**src/common/uart_config.svh**
```systemverilog
`ifndef UART_CONFIG_SVH
`define UART_CONFIG_SVH

// ##############################
// Frame and buffer sizes
// ##############################

// Width of one data byte on the serial line.
`define UART_DATA_WIDTH 8

// Log2 of the entries in each FIFO.
`define UART_FIFO_LOGDEPTH 3

// ##############################
// Bit timing
// ##############################

// Clock cycles in one serial bit time.
`define UART_CLKS_PER_BIT 8

// Must hold UART_CLKS_PER_BIT - 1.
`define UART_CYCLE_W 4

`endif

```
**src/common/uart_pkg.sv**
```systemverilog
`include "uart_config.svh"

package uart_pkg;

  // ##############################
  // Payload and counters
  // ##############################

  typedef logic [`UART_DATA_WIDTH-1:0] byte_t;

  // Data bit position within a frame.
  typedef logic [2:0] bit_index_t;

  // Cycles elapsed within one bit time.
  typedef logic [`UART_CYCLE_W-1:0] cycle_count_t;

  // ##############################
  // State machines
  // ##############################

  typedef enum logic [1:0] {
    tx_idle,
    tx_start,
    tx_data,
    tx_stop
  } tx_state_t;

  // Receiver follows the same frame phases.
  typedef enum logic [1:0] {
    rx_idle,
    rx_start,
    rx_data,
    rx_stop
  } rx_state_t;

endpackage

```
**src/fifo/async_ram_dp.sv**
```systemverilog
module async_ram_dp #(
  parameter int awidth = 3,
  parameter int dwidth = 8
) (
  input  logic              clk,

  input  logic [dwidth-1:0] d0,
  input  logic [awidth-1:0] addr0,
  input  logic              we0,
  output logic [dwidth-1:0] q0,

  input  logic [dwidth-1:0] d1,
  input  logic [awidth-1:0] addr1,
  input  logic              we1,
  output logic [dwidth-1:0] q1
);

  logic [dwidth-1:0] mem [2**awidth];

  // Both ports may write; port 1 wins on a shared address.
  always_ff @(posedge clk) begin
    if (we0) begin
      mem[addr0] <= d0;
    end
    if (we1) begin
      mem[addr1] <= d1;
    end
  end

  // Reads are combinational.
  assign q0 = mem[addr0];
  assign q1 = mem[addr1];

endmodule

```
**src/fifo/fifo.sv**
```systemverilog
module fifo #(
  parameter int width    = 8,
  parameter int logdepth = 3
) (
  input  logic             clk,
  input  logic             rst,

  input  logic             enq_valid,
  input  logic [width-1:0] enq_data,
  output logic             enq_ready,

  output logic             deq_valid,
  output logic [width-1:0] deq_data,
  input  logic             deq_ready
);

  logic [logdepth-1:0] write_ptr;
  logic [logdepth-1:0] read_ptr;
  logic [logdepth-1:0] write_ptr_next;
  logic [logdepth-1:0] read_ptr_next;
  logic                write_wrap;
  logic                read_wrap;
  logic                do_enq;
  logic                do_deq;

  // ##############################
  // Storage
  // ##############################

  // Port 0 writes at the tail, port 1 reads at the head.
  async_ram_dp #(
    .awidth(logdepth),
    .dwidth(width)
  ) buffer (
    .clk  (clk),
    .d0   (enq_data),
    .addr0(write_ptr),
    .we0  (do_enq),
    .q0   (),
    .d1   ({width{1'b0}}),
    .addr1(read_ptr),
    .we1  (1'b0),
    .q1   (deq_data)
  );

  // ##############################
  // Pointers
  // ##############################

  assign do_enq = enq_valid && enq_ready;
  assign do_deq = deq_valid && deq_ready;

  assign write_ptr_next = write_ptr + 1'b1;
  assign read_ptr_next  = read_ptr + 1'b1;

  always_ff @(posedge clk) begin
    if (rst) begin
      write_ptr  <= '0;
      write_wrap <= 1'b0;
    end else if (do_enq) begin
      write_ptr <= write_ptr_next;
      // Lap marker flips on rollover.
      if (write_ptr_next == '0) begin
        write_wrap <= ~write_wrap;
      end
    end
  end

  always_ff @(posedge clk) begin
    if (rst) begin
      read_ptr  <= '0;
      read_wrap <= 1'b0;
    end else if (do_deq) begin
      read_ptr <= read_ptr_next;
      if (read_ptr_next == '0) begin
        read_wrap <= ~read_wrap;
      end
    end
  end

  // Equal pointers mean full on different laps, empty on the same lap.
  assign enq_ready = !((write_ptr == read_ptr) && (write_wrap != read_wrap));
  assign deq_valid = !((write_ptr == read_ptr) && (write_wrap == read_wrap));

endmodule

```
**src/logic/uart_tx.sv**
```systemverilog
`include "uart_config.svh"

module uart_tx (
  input  logic            clk,
  input  logic            rst,
  input  logic            data_valid,
  input  uart_pkg::byte_t data_in,
  output logic            data_ready,
  output logic            serial_out
);

  import uart_pkg::*;

  localparam cycle_count_t bit_last   = cycle_count_t'(`UART_CLKS_PER_BIT - 1);
  localparam bit_index_t   last_index = bit_index_t'(`UART_DATA_WIDTH - 1);

  tx_state_t    state;
  cycle_count_t timer;
  bit_index_t   bit_idx;
  byte_t        shift_q;
  logic         accept;
  logic         bit_done;

  assign data_ready = (state == tx_idle);
  assign accept     = data_valid && data_ready;
  assign bit_done   = (timer == bit_last);

  // ##############################
  // Frame sequencing
  // ##############################

  always_ff @(posedge clk) begin
    if (rst) begin
      state      <= tx_idle;
      timer      <= '0;
      bit_idx    <= '0;
      serial_out <= 1'b1;
    end else begin
      timer <= bit_done ? '0 : timer + 1'b1;
      case (state)
        tx_idle: begin
          timer <= '0;
          if (accept) begin
            state      <= tx_start;
            serial_out <= 1'b0;
          end
        end
        tx_start: begin
          if (bit_done) begin
            state      <= tx_data;
            bit_idx    <= '0;
            serial_out <= shift_q[0];
          end
        end
        tx_data: begin
          if (bit_done) begin
            if (bit_idx == last_index) begin
              state      <= tx_stop;
              serial_out <= 1'b1;
            end else begin
              bit_idx    <= bit_idx + 1'b1;
              serial_out <= shift_q[0];
            end
          end
        end
        tx_stop: begin
          if (bit_done) begin
            state <= tx_idle;
          end
        end
        default: state <= tx_idle;
      endcase
    end
  end

  // Bit 0 always holds the next bit to send.
  always_ff @(posedge clk) begin
    if (accept) begin
      shift_q <= data_in;
    end else if (bit_done && (state == tx_start || state == tx_data)) begin
      shift_q <= {1'b1, shift_q[`UART_DATA_WIDTH-1:1]};
    end
  end

endmodule

```
**src/logic/uart_rx.sv**
```systemverilog
`include "uart_config.svh"

module uart_rx (
  input  logic            clk,
  input  logic            rst,
  input  logic            serial_in,
  output logic            byte_valid,
  output uart_pkg::byte_t byte_out
);

  import uart_pkg::*;

  localparam cycle_count_t bit_last   = cycle_count_t'(`UART_CLKS_PER_BIT - 1);
  localparam cycle_count_t half_last  = cycle_count_t'(`UART_CLKS_PER_BIT / 2 - 1);
  localparam bit_index_t   last_index = bit_index_t'(`UART_DATA_WIDTH - 1);

  rx_state_t    state;
  cycle_count_t timer;
  bit_index_t   bit_idx;
  byte_t        shift_q;
  logic         line_q;
  logic         fall;
  logic         sample;

  // Previous line level, for start edge detection.
  always_ff @(posedge clk) begin
    if (rst) begin
      line_q <= 1'b1;
    end else begin
      line_q <= serial_in;
    end
  end

  assign fall = line_q && !serial_in;

  // Data bits are sampled a full bit time after the mid-start point.
  assign sample = (state == rx_data) && (timer == bit_last);

  // ##############################
  // Frame detection
  // ##############################

  always_ff @(posedge clk) begin
    if (rst) begin
      state      <= rx_idle;
      timer      <= '0;
      bit_idx    <= '0;
      byte_valid <= 1'b0;
    end else begin
      byte_valid <= 1'b0;
      timer      <= timer + 1'b1;
      case (state)
        rx_idle: begin
          timer <= '0;
          if (fall) begin
            state <= rx_start;
          end
        end
        rx_start: begin
          // Mid-start check rejects short glitches.
          if (timer == half_last) begin
            timer   <= '0;
            bit_idx <= '0;
            state   <= serial_in ? rx_idle : rx_data;
          end
        end
        rx_data: begin
          if (timer == bit_last) begin
            timer <= '0;
            if (bit_idx == last_index) begin
              state <= rx_stop;
            end else begin
              bit_idx <= bit_idx + 1'b1;
            end
          end
        end
        rx_stop: begin
          if (timer == bit_last) begin
            // A low stop bit drops the frame.
            byte_valid <= serial_in;
            state      <= rx_idle;
          end
        end
        default: state <= rx_idle;
      endcase
    end
  end

  // LSB arrives first, so bits enter at the top.
  always_ff @(posedge clk) begin
    if (sample) begin
      shift_q <= {serial_in, shift_q[`UART_DATA_WIDTH-1:1]};
    end
  end

  assign byte_out = shift_q;

endmodule

```
**src/logic/uart_fifo_top.sv**
```systemverilog
`include "uart_config.svh"

module uart_fifo_top (
  input  logic            clk,
  input  logic            rst,

  input  logic            enq_valid,
  input  uart_pkg::byte_t enq_data,
  output logic            enq_ready,

  output logic            deq_valid,
  output uart_pkg::byte_t deq_data,
  input  logic            deq_ready,

  output logic            serial_out,
  input  logic            serial_in,
  output logic            rx_overflow
);

  import uart_pkg::*;

  logic  tx_pending;
  byte_t tx_byte;
  logic  tx_take;
  logic  rx_strobe;
  byte_t rx_byte;
  logic  rx_space;

  // ##############################
  // Transmit path
  // ##############################

  fifo #(
    .width   (`UART_DATA_WIDTH),
    .logdepth(`UART_FIFO_LOGDEPTH)
  ) tx_fifo (
    .clk      (clk),
    .rst      (rst),
    .enq_valid(enq_valid),
    .enq_data (enq_data),
    .enq_ready(enq_ready),
    .deq_valid(tx_pending),
    .deq_data (tx_byte),
    .deq_ready(tx_take)
  );

  uart_tx tx0 (
    .clk       (clk),
    .rst       (rst),
    .data_valid(tx_pending),
    .data_in   (tx_byte),
    .data_ready(tx_take),
    .serial_out(serial_out)
  );

  // ##############################
  // Receive path
  // ##############################

  uart_rx rx0 (
    .clk       (clk),
    .rst       (rst),
    .serial_in (serial_in),
    .byte_valid(rx_strobe),
    .byte_out  (rx_byte)
  );

  fifo #(
    .width   (`UART_DATA_WIDTH),
    .logdepth(`UART_FIFO_LOGDEPTH)
  ) rx_fifo (
    .clk      (clk),
    .rst      (rst),
    .enq_valid(rx_strobe),
    .enq_data (rx_byte),
    .enq_ready(rx_space),
    .deq_valid(deq_valid),
    .deq_data (deq_data),
    .deq_ready(deq_ready)
  );

  // Sticky until reset; the dropped byte is lost.
  always_ff @(posedge clk) begin
    if (rst) begin
      rx_overflow <= 1'b0;
    end else if (rx_strobe && !rx_space) begin
      rx_overflow <= 1'b1;
    end
  end

endmodule

```
**config.mk**
```make
export PLATFORM = sky130hd
export DESIGN_NAME = uart_fifo_top
export DESIGN_NICKNAME = d
export VERILOG_FILES = /design/src/common/uart_pkg.sv /design/src/fifo/async_ram_dp.sv /design/src/fifo/fifo.sv /design/src/logic/uart_tx.sv /design/src/logic/uart_rx.sv /design/src/logic/uart_fifo_top.sv
export VERILOG_INCLUDE_DIRS = /design/src /design/src/common
export SDC_FILE = /design/constraint.sdc
export NUM_CORES = 1
export LEC_CHECK = 0
export BUFFER_PORTS_ARGS = -buffer_cell sky130_fd_sc_hd__buf_2
export CORE_MARGIN = 2
export CORE_UTILIZATION = 60
export CTS_CLUSTER_DIAMETER = 80
export DETAILED_ROUTE_END_ITERATION = 7
export PLACE_DENSITY = 0.77
export SYNTH_ARGS = -nofsm -noshare
export SYNTH_HDL_FRONTEND = slang
export SYNTH_SLANG_ARGS = --single-unit
```
**constraint.sdc**
```tcl
create_clock -name clk -period 2.6 [get_ports clk]
set_clock_uncertainty 0.05 [all_clocks]
set_input_delay 0.65 -clock clk [delete_from_list [all_inputs] [get_ports clk]]
set_output_delay 0.65 -clock clk [all_outputs]
set_load 0.02 [all_outputs]
```
== Word level (Yosys, flattened, before mapping) ==
Memories as Yosys holds them, arrays and structs flattened. A register that Yosys moved wholly into a read port is not among the register bits.
Index checks and enable logic that the tools add are counted.
Storage, ports and cells
  output and inout port bits: 12
  RAM bits: 128
  flip-flop bits (word level): 54
  memories kept: 2
Operators by class
  add/subtract/negate cells: 8
  equal/unequal tests: 29
  mux-type cells: 39
  reductions and logical operators: 39
  bitwise logic cells: 6
Memories
  rx_fifo.buffer.mem: words 8, width 8, read ports 1, clocked after memory_dff 1, write ports 1, line async_ram_dp.sv:18  | logic [dwidth-1:0] mem [2**awidth];
  tx_fifo.buffer.mem: words 8, width 8, read ports 1, clocked after memory_dff 1, write ports 1, line async_ram_dp.sv:18
Operators with widths (count)
  3-bit two-way mux: 10
  2-bit two-way mux: 11
  3-bit by 1-bit adder with 3-bit output (second input constant): 6
  8-bit two-way mux: 2
  2-bit one-hot mux with 4 select lines: 2
  2-bit by 1-bit != test with 1-bit output (second input constant): 7
  1-bit logical AND: 12
  3-bit logical NOT: 4
  3-bit one-hot mux with 2 select lines: 2
  4-bit one-hot mux with 3 select lines: 1
  4-bit AND reduction: 3
  2-bit != test (second input constant): 5
  5-bit AND reduction: 2
  4-bit by 1-bit adder with 4-bit output (second input constant): 2
  2-bit equality test (second input constant): 4
  4-bit by 3-bit equality test with 1-bit output (second input constant): 2
  1-bit two-way mux: 8
  4-bit two-way mux: 2
  2-bit AND reduction: 4
  3-bit equality test: 2
  3-bit equality test (second input constant): 2
  1-bit inverter: 6
  2-bit nonzero test: 3
  3-bit OR reduction: 2
  9 further kinds: 17

== Logic depth before layout (Yosys ltp) ==
  depth in word-level cells: 6
  mapped depth: 6
  gate-level depth less buffers: 6

== Modules after synthesis ==
Synthesis repeated with hierarchy kept, for this count alone.
Second synthesis, totals
  cell total of the unflattened synthesis: 777
  area total of the unflattened synthesis: 10776.6 sq um
Modules (own cells, without submodules)
  async_ram_dp (tx_fifo.buffer): cells each 257, area each 3982.6 sq um, times used 1, sequential area each 1921.8 sq um
  async_ram_dp (rx_fifo.buffer): cells each 261, area each 3958.8 sq um, times used 1, sequential area each 1921.8 sq um
  fifo: cells each 54, area each 533.0 sq um, times used 2, sequential area each 160.2 sq um
  uart_tx: cells each 80, area each 907.1 sq um, times used 1, sequential area each 440.4 sq um
  uart_rx: cells each 67, area each 823.3 sq um, times used 1, sequential area each 460.4 sq um
  uart_fifo_top: cells each 4, area each 38.8 sq um, times used 1, sequential area each 20.0 sq um

== Worst setup path after synthesis ==
Ideal clock, no wire load.
  kind: register -> output
  start: reg (tool-made name)
  end: out deq_data[0]
  arrival time: 1654 ps
  path slack: 246 ps
  stages on the path, launching flop included: 5
  path buffers: 2
  required time: 1900 ps
  path through: dfxtp_1 buf_2 buf_2 mux4_2 mux2_2
RTL lines
  end: declaration: line uart_fifo_top.sv:12  | output uart_pkg::byte_t deq_data,

==> key figures <==
Outcome
  – Status: finished with violations
  – Failing checks: negative setup slack

Clock network
  – Setup Fix Bufs, Post-CTS: 0
  – Clock slew at reported path FFs: 0.07 ns
  – Worst-skew pair later-pin latency: 0.44 ns
  – Hold_buf cts: 0
  – CTS tree: built
  – Clock sink count: 188
  – Maximum clock path buffer count: 2
  – H-tree depth: 4
  – Total CTS buffers: 17
  – Clock root buffer: clkbuf_16

Route
  – WL/cell: 17.88 um
  – Via Count: 4043
  – Post-route DRC: 0
  – WL final: 12.72 mm
  – Final ANT Viol Nets: 0
  – Via/cell ratio: 5.686
  – DRT Pass-1 Iters: 4
  – Iter 0 DRT Violations: 179

Critical path
  – R2R setup slack: 0.37 ns
  – WS Path Type: flop to output port
  – Arrival @ worst endpoint: 1.92 ns
  – Worst setup EP type: output port
  – Worst EP required: 1.90 ns
  – Startpoint Class: flop
  – Worst-path fanout max: 8

Yosys
  – Syn avg cell area: 16.00 um2
  – Mapped Nets: 514
  – Post-synth EDFFs: 144
  – Async SR Flop Fraction: 0
  – Synth Instances: 482
  – Yosys reg bits: 188
  – Register area share after synthesis: 0.6748
  – Synth Cell Area: 7714 um2
  – Distinct cells, synth: 45
  – Dominant synthesized flop cell: edfxtp_1
  – Warnings, synthesis: 0

Global routing
  – Pin count of the biggest net entering global routing: 39
  – GR Overflow Total: 0
  – Tot GR Track Use: 0.1997
  – First-pass GRT wire length: 20.87 mm
  – Initial antenna violation count: 0
  – Number of global-route vias before repair: 4174

Timing
  – Crit path time final: 2.621 ns
  – Setup ws final: -0.02143 ns
  – RSZ-0062 raised after global routing: yes
  – Slew @ Worst Pin: 0.7748 ns
  – Slew HR: 0.4816
  – FMAX: 381.5 MHz
  – Final setup fails: 7
  – Final period utilization: 1.008
  – WHS: 0.4012 ns
  – Count of final hold-check violations: 0
  – Slew Limit Fails: 0

Floorplan
  – # IOs: 25
  – Die height: 117.4 um
  – Die area: 13780 um2
  – Core Area: 12570 um2
  – Std-Cell Rows: 41
  – Chip Width: 117.4 um
  – Starting Density: 0.6137

Cells and area
  – N_diodes: 0
  – Non-filler instance count after layout: 711
  – Most frequent cells in the layout: edfxtp_1 (144), nor2_1 (44), dfxtp_1 (40)
  – Layout cells sized above 1: 0.2486
  – Post-layout util: 0.7008
  – Final nets: 558
  – Most common cell after layout, fill and taps aside: edfxtp_1
  – Area Overhead vs Synth: 14.19%

Flow run
  – Max cap viols: 0

Placement
  – Port Buf Inserts: 24
  – Placed insts: 678
  – Final HPWL DP: 8.199 mm
  – Placer Congestion: 0.7613
  – Pre-CTS worst setup slack: 0.3371 ns

Worst hold path
  – Worst hold path type: flop to flop

Power
  – Pwr Total: 7061 uW
  – Worst vdd ir: 0.5622 mV
  – Pwr/cell area: 801.6 nW/um2
  – Leakage power: 0.003055 uW
## registers in the layout, summed over array words and instances, names as in the netlist, 2 cells and up, named ones only
| register | count |
|---|---|
| rx0.bit_idx | 3 |
| rx0.byte_out | 8 |
| rx0.timer | 4 |
| rx_fifo.buffer.mem | 64 |
| rx_fifo.read_ptr | 3 |
| rx_fifo.write_ptr | 3 |
| tx0.bit_idx | 3 |
| tx0.shift_q | 8 |
| tx0.state | 2 |
| tx0.timer | 4 |
| tx_fifo.buffer.mem | 64 |
| tx_fifo.read_ptr | 3 |
| tx_fifo.write_ptr | 3 |
## area by class of cell
type / count / area [um2]
Clock inverter: 15 / 155.1
Clock buffer: 17 / 425.4
Fill cell: 801 / 3760
Multi-Input combinational cell: 260 / 2387
Inverter: 14 / 52.55
Tap cell: 172 / 215.2
Timing Repair Buffer: 45 / 360.3
Sequential cell: 188 / 5213
## power breakdown
| part | leakage (uW) | total [uW] | switching (uW) | internal [uW] |
|---|---|---|---|---|
| registers | 0.00166 | 3530 | 104 | 3420 |
| clock network | 0.000290 | 2520 | 1160 | 1360 |
| logic | 0.00110 | 1010 | 563 | 446 |
## synthesized netlist by cell type, types with 10 or more instances
cell type	instances	area, um2
a21oi_1	13	65.06
dfxtp_1	44	880.8
edfxtp_1	144	4324
ha_1	19	237.7
inv_1	14	52.55
mux2i_1	19	190.2
mux4_2	32	720.7
nand2_1	18	67.56
nor2_1	44	165.2
o21ai_0	20	100.1
or3_1	10	62.56
## stage by stage
| step | cell area, um2 | setup TNS [ns] |
|---|---|---|
| 3_5_place_dp | 8120 | 0 |
| 3_3_place_gp | 8120 | 0 |
| 2_1_floorplan | 7714 | 0 |
| 5_1_grt | 8808 | -0.3767 |
| 6_report | 8808 | -0.04259 |
| 4_1_cts | 8806 | -0.1677 |
## path summary, 6_finish.rpt
| check | start | to | cells after the start |
|---|---|---|---|
| worst max-delay path | flop | deq_data[5] | 4 |
| worst min register to register | rx0.timer[0]$_SDFF_PP0_ | rx0.timer[0]$_SDFF_PP0_ | 1 |
| worst min-delay path | rx0.timer[0]$_SDFF_PP0_ | rx0.timer[0]$_SDFF_PP0_ | 1 |
| worst max register to register | rx_fifo.write_ptr[0]$_SDFFE_PP0P_ | rx_fifo.buffer.mem[1][1]$_DFFE_PP_ | 4 |
## layer usage
layer  share of wire  global-route usage
met3           0.036             0.05058
met2            0.52              0.3490
met4           0.020             0.08358
met1            0.42              0.2361
met5               0                   0
## what timing repair did
action | in CTS | in global routing
cloned | 1 | 0
endpoints found under the setup margin | 9 | 9
endpoints found under the hold margin | 0 | 0
gates resized for setup | 26 | 2
## worst max-delay path, stage by stage, from the launching register on
cell	delay (ns)
dfxtp_4	0.39
buf_12	0.15
mux4_2	0.52
mux2_4	0.29
buf_6	0.13
## cell families after synthesis
group                    count (synthesis)  synth area share
buffers and inverters                   34           0.01865
AO/OA/AOI/OAI                           48           0.04510
adder cells (fa/ha/maj)                 19           0.03082
flip-flops                             188            0.6748
AND/OR/NAND/NOR                        112           0.07105
XOR/XNOR                                22           0.02985
multiplexers                            59            0.1298
No activity file was read; power rests on OpenSTA's default activity.
